**src/exec_cluster_config.svh**
```systemverilog
`ifndef EXEC_CLUSTER_CONFIG_SVH
`define EXEC_CLUSTER_CONFIG_SVH

// datapath width in bits
`define FU_XLEN 64

// reorder buffer entries, power of two so tag arithmetic wraps
`define FU_NUM_ROB 32

// free list entries
`define FU_NUM_FL 32

// physical register file size
`define FU_NUM_PR 64

// multiplier pipeline depth
// must divide FU_XLEN (2, 4 and 8 all work)
`define FU_MULT_STAGES 4

`endif
```
**src/exec_cluster_pkg.sv**
```systemverilog
`default_nettype none

`include "exec_cluster_config.svh"

package exec_cluster_pkg;

  // widths with a meaning
  typedef logic [`FU_XLEN-1:0]            word_t;
  typedef logic [$clog2(`FU_NUM_ROB)-1:0] rob_idx_t;
  typedef logic [$clog2(`FU_NUM_FL)-1:0]  fl_idx_t;
  typedef logic [$clog2(`FU_NUM_PR)-1:0]  pr_idx_t;
  typedef logic [4:0]                     arch_reg_t;
  typedef logic [7:0]                     lit_t;
  // branch displacement, counted in instruction words
  typedef logic [20:0]                    br_disp_t;

  // branch units only use ADDQ and AND
  typedef enum logic [3:0] {
    ALU_ADDQ, ALU_SUBQ,
    ALU_AND, ALU_BIC, ALU_BIS, ALU_ORNOT, ALU_XOR, ALU_EQV,
    ALU_SRL, ALU_SLL, ALU_SRA,
    ALU_CMPULT, ALU_CMPEQ, ALU_CMPULE, ALU_CMPLT, ALU_CMPLE
  } alu_func_e;

  typedef enum logic {
    OPA_IS_NPC,
    OPA_IS_NOT3
  } opa_sel_e;

  typedef enum logic [1:0] {
    OPB_IS_REGB,
    OPB_IS_ALU_IMM,
    OPB_IS_BR_DISP
  } opb_sel_e;

  // top bit negates the base test in the low two bits
  typedef enum logic [2:0] {
    BR_LBC = 3'b000,
    BR_EQ  = 3'b001,
    BR_LT  = 3'b010,
    BR_LE  = 3'b011,
    BR_LBS = 3'b100,
    BR_NE  = 3'b101,
    BR_GE  = 3'b110,
    BR_GT  = 3'b111
  } br_cond_e;

  // one operation from a reservation station, operands already read
  typedef struct packed {
    logic      ready;
    alu_func_e func;
    opa_sel_e  opa_sel;
    opb_sel_e  opb_sel;
    lit_t      lit;
    br_disp_t  disp;
    br_cond_e  cond;
    logic      cond_branch;
    logic      uncond_branch;
    word_t     npc;
    word_t     t1_value;
    word_t     t2_value;
    arch_reg_t dest_idx;
    pr_idx_t   t_idx;
    rob_idx_t  rob_idx;
    fl_idx_t   fl_idx;
  } fu_issue_t;

  typedef struct packed {
    logic      done;
    word_t     result;
    arch_reg_t dest_idx;
    pr_idx_t   t_idx;
    rob_idx_t  rob_idx;
    fl_idx_t   fl_idx;
  } fu_result_t;

  typedef struct packed {
    logic     valid;
    rob_idx_t rob_idx;
    fl_idx_t  fl_idx;
    word_t    target;
  } rollback_t;

  // multiplier pipe record, res.result carries the partial product
  typedef struct packed {
    fu_result_t res;
    word_t      mplier;
    word_t      mcand;
  } mult_stage_t;

  // tag at or after the rollback point, up to the tail, gets squashed
  // differences wrap modulo the ROB size through the index width
  function automatic logic is_squashed(rollback_t rb, rob_idx_t tag, rob_idx_t tail);
    rob_idx_t dist_tag;
    rob_idx_t dist_tail;
    dist_tag  = tag - rb.rob_idx;
    dist_tail = tail - rb.rob_idx;
    return rb.valid && (dist_tag <= dist_tail);
  endfunction

endpackage

`default_nettype wire

```
**src/exec_rollback_select.sv**
```systemverilog
`default_nettype none

module exec_rollback_select (
  input  exec_cluster_pkg::fu_result_t br0,
  input  exec_cluster_pkg::fu_result_t br1,
  input  logic                         taken0,
  input  logic                         taken1,
  input  exec_cluster_pkg::rob_idx_t   rob_tail,
  output exec_cluster_pkg::rollback_t  rollback
);

  exec_cluster_pkg::rob_idx_t dist0;
  exec_cluster_pkg::rob_idx_t dist1;
  logic                       pick0;

  // distance back from the tail, larger means older
  assign dist0 = rob_tail - br0.rob_idx;
  assign dist1 = rob_tail - br1.rob_idx;

  // br1 wins only alone or when strictly older
  assign pick0 = taken0 && (!taken1 || (dist0 >= dist1));

  always_comb begin
    rollback.valid = taken0 || taken1;
    if (pick0) begin
      rollback.rob_idx = br0.rob_idx;
      rollback.fl_idx  = br0.fl_idx;
      rollback.target  = br0.result;
    end else if (taken1) begin
      rollback.rob_idx = br1.rob_idx;
      rollback.fl_idx  = br1.fl_idx;
      rollback.target  = br1.result;
    end else begin
      rollback.rob_idx = '0;
      rollback.fl_idx  = '0;
      rollback.target  = '0;
    end
  end

endmodule

`default_nettype wire

```
**config.mk**
```make
export PLATFORM = sky130hd
export DESIGN_NAME = exec_rollback_select
export DESIGN_NICKNAME = d
export VERILOG_FILES = /design/src/exec_cluster_pkg.sv /design/src/exec_rollback_select.sv
export VERILOG_INCLUDE_DIRS = /design/src
export SDC_FILE = /design/constraint.sdc
export NUM_CORES = 1
export LEC_CHECK = 0
export BUFFER_PORTS_ARGS = -buffer_cell sky130_fd_sc_hd__buf_2
export CAP_MARGIN = 20
export CORE_AREA = 8 8 93 95
export DETAILED_ROUTE_END_ITERATION = 6
export DIE_AREA = 0 0 101 103
export GPL_ROUTABILITY_DRIVEN = 0
export PLACE_DENSITY = 0.78
export SLEW_MARGIN = 20
export SYNTH_ARGS = -nofsm -noshare
export SYNTH_HDL_FRONTEND = slang
export SYNTH_SLANG_ARGS = --single-unit
```
**constraint.sdc**
```tcl
create_clock -name vclk -period 5.2
set_clock_uncertainty 0.2 [all_clocks]
set_input_delay 0.26 -clock vclk [all_inputs]
set_output_delay 0.26 -clock vclk [all_outputs]
set_load 0.01 [all_outputs]
```
* Word-level counts from Yosys, hierarchy flattened *
Cells that the tools add are included.

word-level totals
  word-level logic and storage cells = 9
  output and inout bits = 75
  flip-flop bits (word level) = 0
  bits of input ports = 179

cells by class
  reduce and logical (&&, ||, !) cells = 4
  $lt $le $gt $ge = 1
  muxes and demuxes = 2
  add/sub/neg operators = 2

operator list
  kind                 count
  two-way mux 74 bit   2
  subtractor 5 bit     2
  >= comparator 5 bit  1
  logical OR 1 bit     2
  logical AND 1 bit    1
  logical NOT 1 bit    1

* Longest topological paths before layout *
  depth in word-level cells = 5
  gate-level depth with buffers = 14
  mapped depth without buffers = 12

* Worst setup path before layout *
No wires, ideal clock.

  kind = input to output
  start point = in rob_tail[0]
  end point = out rollback[13] (netlist bit)
  path slack = 2.176 ns
  path buffers = 2
  stages = 14
  arrival time = 2.564 ns
  data required time = 4.740 ns
  cell sequence = inv_1 ha_1 inv_1 fa_1 a21o_1 a21oi_1 xnor2_1 ha_1 nand2_1 nand3b_1 a22oi_2 buf_6 buf_6 mux2i_1

RTL lines
  element          line                       text
  start, declared  exec_rollback_select.sv:8  input exec_cluster_pkg::rob_idx_t rob_tail,
  end, declared    exec_rollback_select.sv:9  output exec_cluster_pkg::rollback_t rollback

==> results.json <==
{
  "routed_wl_um": 7650,
  "fin_cells": 602,
  "cp.required_ns": 4.74,
  "synth_simple_gate_area_share": 0.171,
  "num_vias": 2514,
  "io_pins": 254,
  "rsz0062_at_grt": "false",
  "via_per_inst": 4.18,
  "synth_fa_ha_area_frac": 0.111,
  "synth.distinct_cells": 19,
  "status": "finished clean",
  "synth_xor_area_frac": 0.0384,
  "wl_per_cell_um": 12.7,
  "first_pass_iters": 4,
  "drt_iter0_markers": 28,
  "yosysWarnings": 0,
  "cts_setup_buffers": 0,
  "nClkBuffers": 0,
  "fp.dieW_um": 101,
  "route.detailed.drc": 0,
  "grt_use_total": 0.128,
  "n_fill_cell": 722,
  "maxCapViolCount": 0,
  "hold_viol": 0,
  "combPwrFrac": 1.000,
  "sw_frac_of_total": 0.517,
  "seq_cell_count": 0,
  "grt_max_degree": 77,
  "synth.yosys.seq_area_share": 0,
  "synth_top_family_by_area": "multiplexers",
  "coreArea_um2": 7140,
  "max_freq_mhz": 274,
  "start_util": 0.256,
  "grt_overflow": 0,
  "syn_nets": 481,
  "finalSetupViolCount": 0,
  "synth_compound_area_frac": 0.0397,
  "dp.final_hpwl_um": 6720,
  "dp.cells": 602,
  "seqCellArea_um2": 0,
  "die_area_um2": 10400,
  "slew_violations": 0,
  "port_buffers": 230,
  "crit_fanout": 74,
  "finalCritPeriodShare": 0.701,
  "maxSlewHeadroom": 0.523,
  "drive_gt1_frac": 0.463,
  "switching_power_w": 0.000253,
  "ctsHoldBuffers": 0,
  "antenna_found_initial": 0,
  "tightest_slew_ns": 0.715,
  "p_per_area_nw_per_um2": 162,
  "power_frac_seq": 0,
  "cp.arrival_ns": 3.19,
  "grt_pass1_wl_um": 11400,
  "syn_area_um2": 1830,
  "synthCells": 287,
  "grt_pass1_vias": 2718,
  "post_cts_resized": 0,
  "fin_nets": 699,
  "ant_nets": 0,
  "die_y_um": 103,
  "avgSynthCellArea_um2": 6.36,
  "worstHoldPathType": "primary input to output port",
  "leakage_nw": 2.27,
  "tns_ns": 0,
  "setup.worst_path.end_class": "output port",
  "synth.area.mux_share": 0.405,
  "cp-start-kind": "primary input",
  "syn2layout_area_growth_pct": 64.9,
  "min_period_ns": 3.65,
  "row_count": 31,
  "critPathKind": "primary input to output port",
  "internal-power_w": 0.000236,
  "antenna_cells": 0,
  "clkPwrFrac": 0,
  "vdd_drop_max_mv": 0.117
}
-- critical path, stage by stage --
cell,delay [ns]
buf_2,0.09
inv_1,0.07
ha_1,0.15
inv_1,0.07
fa_1,0.40
a21o_1,0.18
a21oi_1,0.18
xnor2_1,0.10
ha_1,0.30
nand2_1,0.07
nand3b_1,0.08
a22oi_2,0.26
buf_12,0.41
mux2i_1,0.31
buf_2,0.18
-- cells by family (layout without fill, tap and decap cells) --
family                   Yosys count  in the layout
AO/OA/AOI/OAI                     11             11
XOR/XNOR                           8              8
adder cells (fa/ha/maj)           15             15
buffers and inverters             99            315
multiplexers                      74             74
AND/OR/NAND/NOR                   80             80
-- cell usage after synthesis (all sizes together) --
cell type	number	share of area
a22oi	1	0.0068
fa	2	0.022
nand3b	1	0.0041
inv	83	0.17
ha	13	0.089
mux2i	74	0.41
and3	1	0.0034
a21oi	5	0.014
nor2b	1	0.0034
o21ai	1	0.0027
xnor2	4	0.019
clkbuf	7	0.014
or2	1	0.0034
buf	9	0.050
a21o	4	0.016
xor2	4	0.019
nand2	76	0.16
-- power by group through the flow --
stage | Combinational (W) | Clock (W) | Sequential (W)
6_report | 0.000489 | 0 | 0
3_3_place_gp | 0.000485 | 0 | 0
2_1_floorplan | 0.000321 | 0 | 0
5_1_grt | 0.000538 | 0 | 0
3_5_place_dp | 0.000496 | 0 | 0
4_1_cts | 0.000499 | 0 | 0
-- cell type report --
| cell class | instances | area (um^2) | share of cell area |
|---|---|---|---|
| inverter | 83 | 312 | 0.103 |
| multi-input combinational | 188 | 1400 | 0.464 |
| tap | 99 | 124 | 0.0411 |
| timing repair buffer | 232 | 1180 | 0.391 |
-- stage by stage --
stage | hold WS [ns] | util | cell area (um^2) | setup WS (ns) | total power [W]
floorplan | 0.438 | - | 1830 | 2.18 | 0.000321
global placement | 0.633 | 0.422 | 3010 | 1.64 | 0.000485
detailed placement | 0.636 | 0.422 | 3010 | 1.54 | 0.000496
CTS | 0.638 | 0.422 | 3010 | 1.53 | 0.000499
global route | 0.651 | 0.422 | 3010 | 1.38 | 0.000538
finish | 0.633 | 0.422 | 3010 | 1.55 | 0.000489
-- final timing paths --
path,from,end,cells after the start
max,rob_tail[0],rollback[2],15
min,taken0,rollback[74],3
-- cell usage in the layout, fill, tap and decap left out --
cell,count
a21o_1,4
a21oi_1,5
a22oi_2,1
and3_1,1
buf_12,1
buf_2,230
buf_4,1
fa_1,2
ha_1,13
inv_1,83
mux2i_1,74
nand2_1,76
nand3b_1,1
nor2b_1,1
o21ai_1,1
or2_1,1
xnor2_1,4
xor2_1,4
-- layer usage --
layer,global-route usage,up-vias,share of wire
met1,0.120,1064,0.36
li1,-,1303,-
met4,0.00916,0,0.0041
met2,0.263,143,0.51
met5,0,-,0
met3,0.0513,4,0.13
No activity file was read; power rests on OpenSTA's default activity.
