$ cat src/exec_cluster_config.svh
`ifndef EXEC_CLUSTER_CONFIG_SVH
`define EXEC_CLUSTER_CONFIG_SVH

// datapath width in bits
`define FU_XLEN 64

// reorder buffer entries, power of two so tag arithmetic wraps
`define FU_NUM_ROB 32

// free list entries
`define FU_NUM_FL 32

// physical register file size
`define FU_NUM_PR 64

// multiplier pipeline depth
// must divide FU_XLEN (2, 4 and 8 all work)
`define FU_MULT_STAGES 4

`endif
$ cat src/exec_cluster_pkg.sv
`default_nettype none

`include "exec_cluster_config.svh"

package exec_cluster_pkg;

  // widths with a meaning
  typedef logic [`FU_XLEN-1:0]            word_t;
  typedef logic [$clog2(`FU_NUM_ROB)-1:0] rob_idx_t;
  typedef logic [$clog2(`FU_NUM_FL)-1:0]  fl_idx_t;
  typedef logic [$clog2(`FU_NUM_PR)-1:0]  pr_idx_t;
  typedef logic [4:0]                     arch_reg_t;
  typedef logic [7:0]                     lit_t;
  // branch displacement, counted in instruction words
  typedef logic [20:0]                    br_disp_t;

  // branch units only use ADDQ and AND
  typedef enum logic [3:0] {
    ALU_ADDQ, ALU_SUBQ,
    ALU_AND, ALU_BIC, ALU_BIS, ALU_ORNOT, ALU_XOR, ALU_EQV,
    ALU_SRL, ALU_SLL, ALU_SRA,
    ALU_CMPULT, ALU_CMPEQ, ALU_CMPULE, ALU_CMPLT, ALU_CMPLE
  } alu_func_e;

  typedef enum logic {
    OPA_IS_NPC,
    OPA_IS_NOT3
  } opa_sel_e;

  typedef enum logic [1:0] {
    OPB_IS_REGB,
    OPB_IS_ALU_IMM,
    OPB_IS_BR_DISP
  } opb_sel_e;

  // top bit negates the base test in the low two bits
  typedef enum logic [2:0] {
    BR_LBC = 3'b000,
    BR_EQ  = 3'b001,
    BR_LT  = 3'b010,
    BR_LE  = 3'b011,
    BR_LBS = 3'b100,
    BR_NE  = 3'b101,
    BR_GE  = 3'b110,
    BR_GT  = 3'b111
  } br_cond_e;

  // one operation from a reservation station, operands already read
  typedef struct packed {
    logic      ready;
    alu_func_e func;
    opa_sel_e  opa_sel;
    opb_sel_e  opb_sel;
    lit_t      lit;
    br_disp_t  disp;
    br_cond_e  cond;
    logic      cond_branch;
    logic      uncond_branch;
    word_t     npc;
    word_t     t1_value;
    word_t     t2_value;
    arch_reg_t dest_idx;
    pr_idx_t   t_idx;
    rob_idx_t  rob_idx;
    fl_idx_t   fl_idx;
  } fu_issue_t;

  typedef struct packed {
    logic      done;
    word_t     result;
    arch_reg_t dest_idx;
    pr_idx_t   t_idx;
    rob_idx_t  rob_idx;
    fl_idx_t   fl_idx;
  } fu_result_t;

  typedef struct packed {
    logic     valid;
    rob_idx_t rob_idx;
    fl_idx_t  fl_idx;
    word_t    target;
  } rollback_t;

  // multiplier pipe record, res.result carries the partial product
  typedef struct packed {
    fu_result_t res;
    word_t      mplier;
    word_t      mcand;
  } mult_stage_t;

  // tag at or after the rollback point, up to the tail, gets squashed
  // differences wrap modulo the ROB size through the index width
  function automatic logic is_squashed(rollback_t rb, rob_idx_t tag, rob_idx_t tail);
    rob_idx_t dist_tag;
    rob_idx_t dist_tail;
    dist_tag  = tag - rb.rob_idx;
    dist_tail = tail - rb.rob_idx;
    return rb.valid && (dist_tag <= dist_tail);
  endfunction

endpackage

`default_nettype wire

$ cat src/exec_branch.sv
`default_nettype none

`include "exec_cluster_config.svh"

module exec_branch (
  input  exec_cluster_pkg::fu_issue_t  issue,
  input  logic                         bus_free,
  output exec_cluster_pkg::fu_result_t result,
  output logic                         accept,
  output logic                         taken
);

  exec_cluster_pkg::word_t opa;
  exec_cluster_pkg::word_t opb;
  exec_cluster_pkg::word_t t1;
  logic                    cond_true;

  assign t1     = issue.t1_value;
  assign accept = bus_free || !issue.ready;
  // idle unit never redirects
  assign taken  = issue.ready && (issue.uncond_branch || (issue.cond_branch && cond_true));

  // base test from low two bits, top bit inverts
  always_comb begin
    cond_true = 1'b0;
    if (issue.ready) begin
      case (issue.cond[1:0])
        2'b00: cond_true = !t1[0];
        2'b01: cond_true = (t1 == '0);
        2'b10: cond_true = t1[`FU_XLEN-1];
        2'b11: cond_true = t1[`FU_XLEN-1] || (t1 == '0);
        default: cond_true = 1'b0;
      endcase
      if (issue.cond[2]) begin
        cond_true = !cond_true;
      end
    end
  end

  // not-three clears the low bits of a register jump
  always_comb begin
    case (issue.opa_sel)
      exec_cluster_pkg::OPA_IS_NOT3: opa = ~exec_cluster_pkg::word_t'(3);
      default:                       opa = issue.npc;
    endcase
  end

  // displacement in words, sign extend and scale to bytes
  always_comb begin
    case (issue.opb_sel)
      exec_cluster_pkg::OPB_IS_BR_DISP:
        opb = {{(`FU_XLEN-23){issue.disp[20]}}, issue.disp, 2'b00};
      default:
        opb = issue.t2_value;
    endcase
  end

  always_comb begin
    if (issue.func == exec_cluster_pkg::ALU_AND) begin
      result.result = opa & opb;
    end else begin
      result.result = opa + opb;
    end
    result.dest_idx = issue.dest_idx;
    result.t_idx    = issue.t_idx;
    result.rob_idx  = issue.rob_idx;
    result.fl_idx   = issue.fl_idx;
    result.done     = issue.ready;
  end

endmodule

`default_nettype wire

$ cat config.mk
export PLATFORM = sky130hd
export DESIGN_NAME = exec_branch
export DESIGN_NICKNAME = d
export VERILOG_FILES = /design/src/exec_cluster_pkg.sv /design/src/exec_branch.sv
export VERILOG_INCLUDE_DIRS = /design/src
export SDC_FILE = /design/constraint.sdc
export NUM_CORES = 1
export LEC_CHECK = 0
export BUFFER_PORTS_ARGS = -buffer_cell sky130_fd_sc_hd__buf_2
export CAP_MARGIN = 20
export CORE_AREA = 2 2 132 134
export DETAILED_ROUTE_END_ITERATION = 10
export DIE_AREA = 0 0 134 136
export PLACE_DENSITY = 0.67
export SYNTH_ARGS = -nofsm -noshare
export SYNTH_HDL_FRONTEND = slang
export SYNTH_SLANG_ARGS = --single-unit
$ cat constraint.sdc
create_clock -name vclk -period 8.49
set_clock_uncertainty 0.2 [all_clocks]
set_input_delay 1.2735 -clock vclk [all_inputs]
set_output_delay 1.2735 -clock vclk [all_outputs]
set_load 0.02 [all_outputs]
## Word-level counts from Yosys, hierarchy flattened

Cells that the tools add are included.

| word-level totals | value |
|---|---|
| register bits | 0 |

| cells by class | value |
|---|---|
| $add $sub $neg | 1 |
| eq/ne operators | 5 |
| multiplexer cells | 7 |
| bitwise operators | 1 |
| reduce and logical (&&, ||, !) cells | 10 |

Operators with widths:

| kind | count |
|---|---|
| two-way mux 64 bit | 3 |
| adder 64 bit | 1 |
| AND 64 bit | 1 |
| zero test 64 bit | 1 |
| == test 2 bit (second input constant) | 3 |
| == test 4 x 2 -> 1 bit (second input constant) | 1 |
| case mux 1 bit (4 select lines) | 1 |
| zero test 1 bit | 3 |
| logical OR 1 bit | 3 |
| two-way mux 1 bit | 3 |
| == test 2 x 1 -> 1 bit (second input constant) | 1 |
| logical AND 1 bit | 2 |
| zero test 2 bit | 1 |

## Longest topological paths before layout

| logic depth | value |
|---|---|
| depth in word-level cells | 10 |
| gate-level depth with buffers | 18 |
| depth with buffers taken out | 15 |

## Worst setup path after synthesis

No wires, ideal clock.

| path | value |
|---|---|
| path kind | input-to-output |
| from | input issue[247] (netlist bit) |
| to | output result[71] (netlist bit) |
| arrival | 5013 ps |
| data required time | 7016 ps |
| path slack | 2003 ps |
| stages | 16 |
| buffers on the path | 3 |
| cell sequence | nand2b_1 > clkbuf_1 > buf_1 > mux2_2 > ha_1 > buf_2 > nand4_1 > nor3_1 > inv_1 > a2111oi_4 > nor3_1 > o31a_1 > o31ai_4 > a31oi_1 > xnor2_1 > o21ai_0 |

RTL lines:

| item | line | RTL |
|---|---|---|
| start: declaration | exec_branch.sv:6 | `input exec_cluster_pkg::fu_issue_t issue,` |
| end: declaration | exec_branch.sv:8 | `output exec_cluster_pkg::fu_result_t result,` |

==> metrics <==
Post-Route Utilization a little over two fifths; worst hold start issue[14]; Area contributors post-synth ha_1, nand2_1, a21oi_1; top-area cell type share of the netlist area approximately 14%; hold crit path type input port to output pin; first-pass GRT wire length approximately 32000 um; ANT nets after route 0; fin worst setup slack between 1000 and 1500 ps; initial antenna violation count 0; Mapped Nets ~1300; Starting Density between 30% and 40%; Post-Syn Area between 0.005 and 0.006 mm^2; vias in the first global route between 6000 and 7000; I/O pins between 300 and 400; Sequential Area 0 um^2; crit path buf inv count 3; Fmax achieved approximately 140 MHz; leakage between 3 and 4 nW; Worst Path Arrival approximately 5700 ps; crit path kind input port to output pin; CP startpoint kind input port; hold path depth 0; dpl ws 1320 ps; routed len/inst ~15 um; most common cell after layout, fill and taps aside buf_2; post-route minimum period 7150 ps; final hold slack 2350 ps; CLK BUF 0; post-CTS setup buffers 0; initial DRC count between 400 and 500; gpl congestion between 0.9 and 1; port bufs 294; pwr dens between 100 and 150 mW/mm^2; cells along the critical path buf_2, nand2b_2, and2_1, ha_1, inv_1, fa_1, nand2b_1, a21oi_1, o21ai_1, a2111oi_4, nor3_1, o31a_1, o31ai_4, a21o_1, o21ai_1, a311oi_2, buf_2; total power between 0.8 and 0.9 mW; CP max-delay cell nand2b_2; most frequent cells in the layout buf_2, nand2_1, a21oi_1; CP delay by family, top compound AO/OA/AOI/OAI gates; status finished, final reports clean; final setup violation count 0; DRT Wirelength 20900 um; Seq/Total Area, Yosys 0%; Worst Hold Path EP result[14]; Die X approximately 130 um; row cnt 48; Die Span Y around 140 um; P&R area growth vs syn 24.3%; CP required ~7000 ps; number of remaining DRC errors 0; # hold bufs at CTS 0; vias after detailed routing 7455; post_cts resized 0; RSZ-0062 raised after global routing false; Hold Fails Final Rpt 0; slew margin rel. roughly 39%; layout cells sized above 1 34.4%; post-synth top area cell ha_1; NumNets Final 1493; pin count of the biggest net entering global routing 65; Die ar. about 0.018 mm^2; synthesized area per cell 6.20 um^2; max-cap viol count 0; yosys warns 0; GR Overflow Total 0; vias per std cell around 5.3; seq_cells 0; period utilisation layout between 80% and 90%; detailed-router iteration count before antenna repair 5; max incr delay on CP 630 ps; Post-Syn Instances about 950; critical-path maximum fanout 35; Placeable Area between 0.015 and 0.02 mm^2; Synth cell types between 60 and 70; Worst-Margin Slew about 920 ps; Max Slew Vio Count 0; VDD IR-drop max 0.0644 mV; kind of end point of the critical path output pin; Total GRT Usage between 20% and 30%; final setup TNS 0 ps; dpl hpwl roughly 17000 um
==> power breakdown <==
group / total (mW) / switching, mW / internal [mW]
Combinational: 0.814 / 0.488 / 0.326
Clock: 0.0000000159 / 0 / 0.0000000159
Sequential: 0 / 0 / 0
==> metal layers <==
layer  routed length [um]  up-vias  track usage (%)
met2                 9180      299             34.0
met5                    0        -                0
met3                 1490       31             1.60
met4                  326        0             2.48
li1                     -     3809                -
met1                 9900     3316             30.2
==> worst max path at each step <==
stage | slack [ps] | from | end | depth (start not counted)
after global placement | 1340 | issue[247] | result[83] | 17
after CTS | 1300 | issue[247] | result[83] | 17
after floorplan | 2000 | issue[247] | result[71] | 16
final | 1340 | issue[247] | result[83] | 17
after global routing | 1040 | issue[247] | result[83] | 17
after detailed placement | 1320 | issue[247] | result[83] | 17
==> synth_stat cells (all sizes together), types with 2 or more instances <==
master,instances
a211oi,8
a21boi,4
a21o,40
a21oi,106
a221o,2
a221oi,2
a31o,3
a31oi,14
and2,4
and3,13
buf,27
clkbuf,49
ha,64
inv,16
mux2,20
mux2i,2
nand2,161
nand2b,10
nand3,18
nand3b,2
nand4,14
nor2,80
nor2b,9
nor3,17
nor3b,3
nor4,18
nor4b,2
o2111a,2
o2111ai,2
o211a,2
o211ai,4
o21a,7
o21ai,67
o21bai,12
o311ai,2
o31a,2
o31ai,7
or2,63
or3,5
or4,2
or4b,2
xnor2,31
xor2,20
==> final cells by class <==
class | instances | area, um^2
inverters | 16 | 60.1
multi-input cells | 856 | 5460
repair buffers | 298 | 1500
well taps | 225 | 282
fillers | 1821 | 9570
diodes | 1 | 2.50
==> per-stage QoR <==
stage | cell area (um^2) | std cells
6_report | 7310 | 1396
5_1_grt | 7300 | 1395
4_1_cts | 7300 | 1395
3_5_place_dp | 7300 | 1395
3_3_place_gp | 7300 | 1395
2_1_floorplan | 5880 | 948
==> cells by family after synthesis <==
kind of cell	share of synthesized area (%)
mux	4.17
fa+ha+maj	14.0
compound gates	32.4
buf+inv	7.34
simple gates	34.6
xor+xnor	7.60
Power figures use the tool's default switching activity.
